[src/design/cache_pkg.sv]
// shared definitions for the burst data cache
// widths of the word port and the burst port, address split constants,
// and the enums used by the miss controller

package cache_pkg;

  // core word port
  localparam int addr_bits = 32;
  localparam int word_bits = 32;
  localparam int byte_lanes = 4;

  // address split |tag|line|column|00|
  localparam int zero_bits = 2;
  localparam int column_bits = 3;
  localparam int columns = 2 ** column_bits;

  // lowest bit of the column index and of the line index in an address
  localparam int column_lsb = zero_bits;
  localparam int line_lsb = zero_bits + column_bits;

  // burst RAM side, one line moves as four 64-bit beats
  localparam int beat_bits = 64;
  localparam int beats_per_line = 4;
  localparam int beat_ix_bits = 2;

  // miss handling states
  typedef enum logic [2:0] {
    idle,
    evict_beat,
    fill_wait,
    fill_beat,
    tag_update
  } ctrl_state_e;

  // burst RAM command
  typedef enum logic {
    br_read  = 1'b0,
    br_write = 1'b1
  } br_cmd_e;

endpackage

[src/design/burst_controller.sv]
// miss controller for the burst cache
// writes back a dirty victim line as one write burst, then fills the line
// with one read burst and updates the tag

module burst_controller #(
  parameter int line_ix_bits = 8,
  parameter int ram_depth_bits = 12,
  localparam int tag_bits = cache_pkg::addr_bits - line_ix_bits
                            - cache_pkg::column_bits - cache_pkg::zero_bits
) (
  input  logic                                clk,
  input  logic                                rst,
  input  logic                                hit,
  input  logic                                victim_dirty,
  input  logic [tag_bits-1:0]                 victim_tag,
  input  logic [line_ix_bits-1:0]             line_ix,
  input  logic [tag_bits-1:0]                 req_tag,
  input  logic [cache_pkg::beat_bits-1:0]     beat_data,
  output logic [cache_pkg::beat_ix_bits-1:0]  beat_sel,
  output logic                                fill_en,
  output logic [cache_pkg::beat_ix_bits-1:0]  fill_beat,
  output logic [cache_pkg::beat_bits-1:0]     fill_data,
  output logic                                tag_update,
  output cache_pkg::br_cmd_e                  br_cmd,
  output logic                                br_cmd_en,
  output logic [ram_depth_bits-1:0]           br_addr,
  output logic [cache_pkg::beat_bits-1:0]     br_wr_data,
  input  logic [cache_pkg::beat_bits-1:0]     br_rd_data,
  input  logic                                br_rd_data_valid,
  input  logic                                br_busy
);

  localparam int line_addr_bits = tag_bits + line_ix_bits + cache_pkg::beat_ix_bits;
  localparam int last_beat = cache_pkg::beats_per_line - 1;

  cache_pkg::ctrl_state_e state;

  logic [cache_pkg::beat_ix_bits-1:0] beat_cnt;
  logic                               evicted;

  logic [line_addr_bits-1:0] victim_addr;
  logic [line_addr_bits-1:0] req_addr;

  logic miss_go;
  logic start_evict;
  logic start_fill;
  logic evict_load;
  logic fill_done;
  logic capture;

  // line number times four gives the first beat of the line
  assign victim_addr = {victim_tag, line_ix, {cache_pkg::beat_ix_bits{1'b0}}};
  assign req_addr = {req_tag, line_ix, {cache_pkg::beat_ix_bits{1'b0}}};

  always_comb begin
    miss_go = (state == cache_pkg::idle) && !hit && !br_busy;
    // a line that was already written back goes straight to the fill
    start_evict = miss_go && victim_dirty && !evicted;
    start_fill = miss_go && !(victim_dirty && !evicted);
    // beat 0 is loaded together with the write strobe
    evict_load = (state == cache_pkg::evict_beat) && (beat_cnt != '0);
    fill_done = (state == cache_pkg::fill_beat) && fill_en
                && (fill_beat == last_beat[cache_pkg::beat_ix_bits-1:0]);
    capture = br_rd_data_valid
              && ((state == cache_pkg::fill_wait)
                  || ((state == cache_pkg::fill_beat) && !fill_done));
  end

  assign beat_sel = beat_cnt;
  assign tag_update = (state == cache_pkg::tag_update);

  always_ff @(posedge clk) begin
    if (rst) begin
      state <= cache_pkg::idle;
      beat_cnt <= '0;
      evicted <= 1'b0;
      br_cmd_en <= 1'b0;
      fill_en <= 1'b0;
      fill_beat <= '0;
    end else begin
      br_cmd_en <= start_evict || start_fill;
      fill_en <= capture;
      if (capture) begin
        fill_beat <= (state == cache_pkg::fill_wait) ? '0 : fill_beat + 1'b1;
      end

      case (state)
        cache_pkg::idle: begin
          if (start_evict) begin
            beat_cnt <= 2'd1;
            state <= cache_pkg::evict_beat;
          end else if (start_fill) begin
            state <= cache_pkg::fill_wait;
          end
        end

        // four cycles, the counter is back at zero in the last one
        cache_pkg::evict_beat: begin
          if (beat_cnt == '0) begin
            evicted <= 1'b1;
            state <= cache_pkg::idle;
          end else begin
            beat_cnt <= beat_cnt + 1'b1;
          end
        end

        cache_pkg::fill_wait: begin
          if (capture) begin
            state <= cache_pkg::fill_beat;
          end
        end

        cache_pkg::fill_beat: begin
          if (fill_done) begin
            state <= cache_pkg::tag_update;
          end
        end

        cache_pkg::tag_update: begin
          evicted <= 1'b0;
          state <= cache_pkg::idle;
        end

        default: begin
          state <= cache_pkg::idle;
        end
      endcase
    end
  end

  // command, address and beat data registers
  always_ff @(posedge clk) begin
    if (start_evict) begin
      br_cmd <= cache_pkg::br_write;
      br_addr <= victim_addr[ram_depth_bits-1:0];
    end else if (start_fill) begin
      br_cmd <= cache_pkg::br_read;
      br_addr <= req_addr[ram_depth_bits-1:0];
    end
    if (start_evict || evict_load) begin
      br_wr_data <= beat_data;
    end
    if (capture) begin
      fill_data <= br_rd_data;
    end
  end

endmodule

[config.mk]
export PLATFORM = sky130hd
export DESIGN_NAME = burst_controller
export DESIGN_NICKNAME = d
export VERILOG_FILES = /design/src/design/cache_pkg.sv /design/src/design/burst_controller.sv
export SDC_FILE = /design/constraint.sdc
export NUM_CORES = 1
export LEC_CHECK = 0
export ABC_AREA = 1
export BUFFER_PORTS_ARGS = -buffer_cell sky130_fd_sc_hd__buf_2
export CORE_AREA = 2 2 129 131
export CTS_BUF_LIST = sky130_fd_sc_hd__clkbuf_16
export CTS_CLUSTER_SIZE = 8
export DETAILED_ROUTE_END_ITERATION = 10
export DIE_AREA = 0 0 131 133
export GPL_TIMING_DRIVEN = 0
export PLACE_DENSITY = 0.61
export SYNTH_ARGS = -nofsm -noshare
export SYNTH_HDL_FRONTEND = slang
export SYNTH_SLANG_ARGS = --single-unit
[constraint.sdc]
create_clock -name clk -period 2.6 [get_ports clk]
set_input_delay 0.39 -clock clk [delete_from_list [all_inputs] [get_ports clk]]
set_output_delay 0.39 -clock clk [all_outputs]
set_load 0.1 [all_outputs]
==> impl_metrics.py <==
metrics = {
    "status": {
        "status": "completed",
    },
    "synthesis": {
        "synthTopCellsByArea": "edfxtp_1 (87%), dfxtp_1 (4.6%), nand2_1 (2.0%)",
        "yosysWarningCount": 0,
        "synth_top_area_share": 0.867,
        "yosysTopAreaCell": "edfxtp_1",
        "syn_area_per_cell_um2": 20.2,
        "ys_seq_area_frac": 0.913,
        "syn_area_mm2": 0.00478,
        "synth.distinct_cells": 20,
        "ys_ff_latch": 149,
        "syn_inst": 236,
    },
    "sta": {
        "slew_headroom": 0.425,
        "final.setup_skew_ns": 0.00700,
        "worst_pin_slew_ns": 0.862,
        "min_period_over_period": 0.788,
        "fin_crit_ns": 2.05,
        "fin_tns_setup_ns": 0,
        "rsz0062_at_grt": "no",
        "hold_viol_final": 0,
        "slew_viol_final": 0,
        "fin_hold_ws_ns": 0.149,
        "timing.final.ws_setup_ns": 0.551,
        "setup_viol": 0,
        "fmax_mhz": 488,
    },
    "setup_path": {
        "required_ns": 2.63,
        "max_stage_delay_ns": 0.69,
        "arrival_ns": 2.08,
        "worst-setup-path-type": "reg2reg",
        "worstPathCellList": "nor3_2 > nand3_2 > nand2_4",
        "path_delay_family": "simple AND/OR/NAND/NOR gates",
        "crit_path_start_kind": "flop",
        "r2r-start": "state[2]$_SDFFE_PP0P_",
        "cp_max_fo": 67,
        "reg2reg_slack_ns": 0.55,
        "rr_endpoint": "br_wr_data[60]$_DFFE_PP_",
        "cp_slowest_cell": "nand2_4",
        "critPathBufInv": 0,
        "reg2regPathDepth": 3,
        "critPathCaptureType": "flop",
    },
    "route": {
        "dr.pass1.iters": 6,
        "ant_nets": 0,
        "num_vias": 3104,
        "wl_per_cell_um": 15.6,
        "drc": 0,
        "drt_iter0_drc": 163,
        "drt-vias-per-instance": 3.99,
        "routed_wl_um": 12100,
    },
    "global_routing": {
        "grt_max_degree": 68,
        "antenna_found_initial": 0,
        "grt_overflow_total": 0,
        "grt_pass1_vias": 3252,
        "grt_util_all_layers": 0.137,
        "grt_pass1_wl_um": 17400,
    },
    "floorplanning": {
        "start_util": 0.295,
        "die_x_um": 131,
        "rows": 47,
        "ioPinCount": 328,
        "core_mm2": 0.0162,
        "die_y_um": 133,
        "die_area_mm2": 0.0174,
    },
    "placement": {
        "pre_cts_ws_ns": 0.352,
        "hpwl_um": 9270,
        "finalWeightedCongestion": 0.727,
        "port_buffers": 290,
        "place_area_mm2": 0.00651,
    },
    "layout": {
        "finalInstanceArea_mm2": 0.00708,
        "final_core_util": 0.438,
        "antenna_cells": 0,
        "final_cell_mix": "buf_2 (290), edfxtp_1 (138), nand2_1 (25)",
        "final_layout_size_suffix_gt1_frac": 0.595,
        "syn2layout_area_growth_pct": 48.1,
        "layout_commonest_cell": "buf_2",
        "final_nets": 729,
    },
    "clock_tree": {
        "cts_root_buf": "clkbuf_16",
        "clk-insertion-delay-late_ns": 0.41,
        "clk_pin_slew_ns": 0.06,
        "cts_tree": "done",
        "cts_buffer_depth": 2,
        "post_cts_buffers": 0,
        "cts_made_buffers": 17,
        "htree_levels": 4,
        "cts_resized": 0,
        "cts_hold_buf": 0,
        "clock-sinks": 149,
    },
    "hold_path": {
        "hp-class": "in2reg",
        "worstHoldStart": "beat_data[15]",
        "holdPathEnd": "br_wr_data[15]$_DFFE_PP_",
        "hold_depth": 1,
    },
    "power_and_ir_drop": {
        "powerDensity_mw_per_mm2": 1080,
        "max-vdd-ir-drop_mv": 0.427,
        "p_leak_nw": 3.05,
    },
    "run": {
        "max_cap_viol_count": 0,
    },
}
synthesized netlist by cell type:
cell / n
nand3_1: 6
inv_2: 2
nor2_1: 10
clkbuf_1: 1
nand3_2: 2
o21ai_0: 5
inv_1: 19
nand2_2: 2
a21oi_1: 4
nor3_1: 1
a21oi_2: 1
ha_1: 2
nor2_2: 2
dfxtp_1: 11
conb_1: 1
nor3_2: 1
buf_4: 2
o211ai_2: 1
edfxtp_1: 138
nand2_1: 25
worst register-to-register path, stage by stage (launching register included):
cell and delay [ns]:
dfxtp_1 0.37, nor3_2 0.28, nand3_2 0.27, nand2_4 0.70
report_power, final:
| group | leakage (nW) | switching [mW] | internal (mW) | total [mW] |
|---|---|---|---|---|
| clock | 0.260 | 0.928 | 1.30 | 2.23 |
| combinational | 1.44 | 2.06 | 0.298 | 2.36 |
| sequential | 1.35 | 0.0819 | 2.96 | 3.04 |
how the worst max path moves through the flow:
stage	startpoint	end	slack, ns	cells past startpoint
2_1_floorplan	fill_beat[1]$_SDFFE_PP0P_	fill_data[0]$_DFFE_PP_	0.19	4
3_3_place_gp	state[1]$_SDFFE_PP0P_	fill_data[21]$_DFFE_PP_	0.48	4
3_5_place_dp	state[1]$_SDFFE_PP0P_	fill_data[50]$_DFFE_PP_	0.35	4
4_1_cts	state[1]$_SDFFE_PP0P_	fill_data[35]$_DFFE_PP_	0.34	4
5_1_grt	state[2]$_SDFFE_PP0P_	br_wr_data[20]$_DFFE_PP_	0.32	3
6_report	state[2]$_SDFFE_PP0P_	br_wr_data[60]$_DFFE_PP_	0.55	3
through the flow:
stage          power [mW]  std cells
3_5_place_dp         5.45        747
5_1_grt              7.92        778
6_report             7.62        778
4_1_cts              7.70        777
2_1_floorplan        5.02        237
3_3_place_gp         5.42        747
flip-flops by register name (all words and copies together), names as in the netlist:
signal,cells
fill_data,64
fill_en,1
fill_beat,2
beat_sel,2
br_cmd_en,1
state,3
br_addr,10
evicted,1
br_cmd,1
br_wr_data,64
area by class of cell:
cell class,count,area [um2]
buffer,3,18.8
clock inverter,13,110
sequential,149,4360
tap,220,275
clock buffer,17,425
timing repair buffer,291,1480
inverter,21,80.1
fill,1516,9090
multi-input combinational,64,325
cells by family (layout without fill, tap and decap cells):
family | after synthesis | in the layout | share of synthesized area
buffers and inverters | 24 | 345 | 0.0204
DFF | 149 | 149 | 0.913
adders and majority gates | 2 | 2 | 0.00524
other | 1 | 2 | 0.000785
and+or+nand+nor | 49 | 49 | 0.0463
AOI/OAI and AO/OA | 11 | 11 | 0.0139
layer usage:
metal	vias to the layer above	global-route usage	part of all wire
li1	1481	-	-
met3	22	0.0441	0.070
met4	0	0.0650	0.022
met1	1478	0.153	0.38
met5	-	0	0
met2	123	0.236	0.53
No activity file was read; power rests on OpenSTA's default activity.
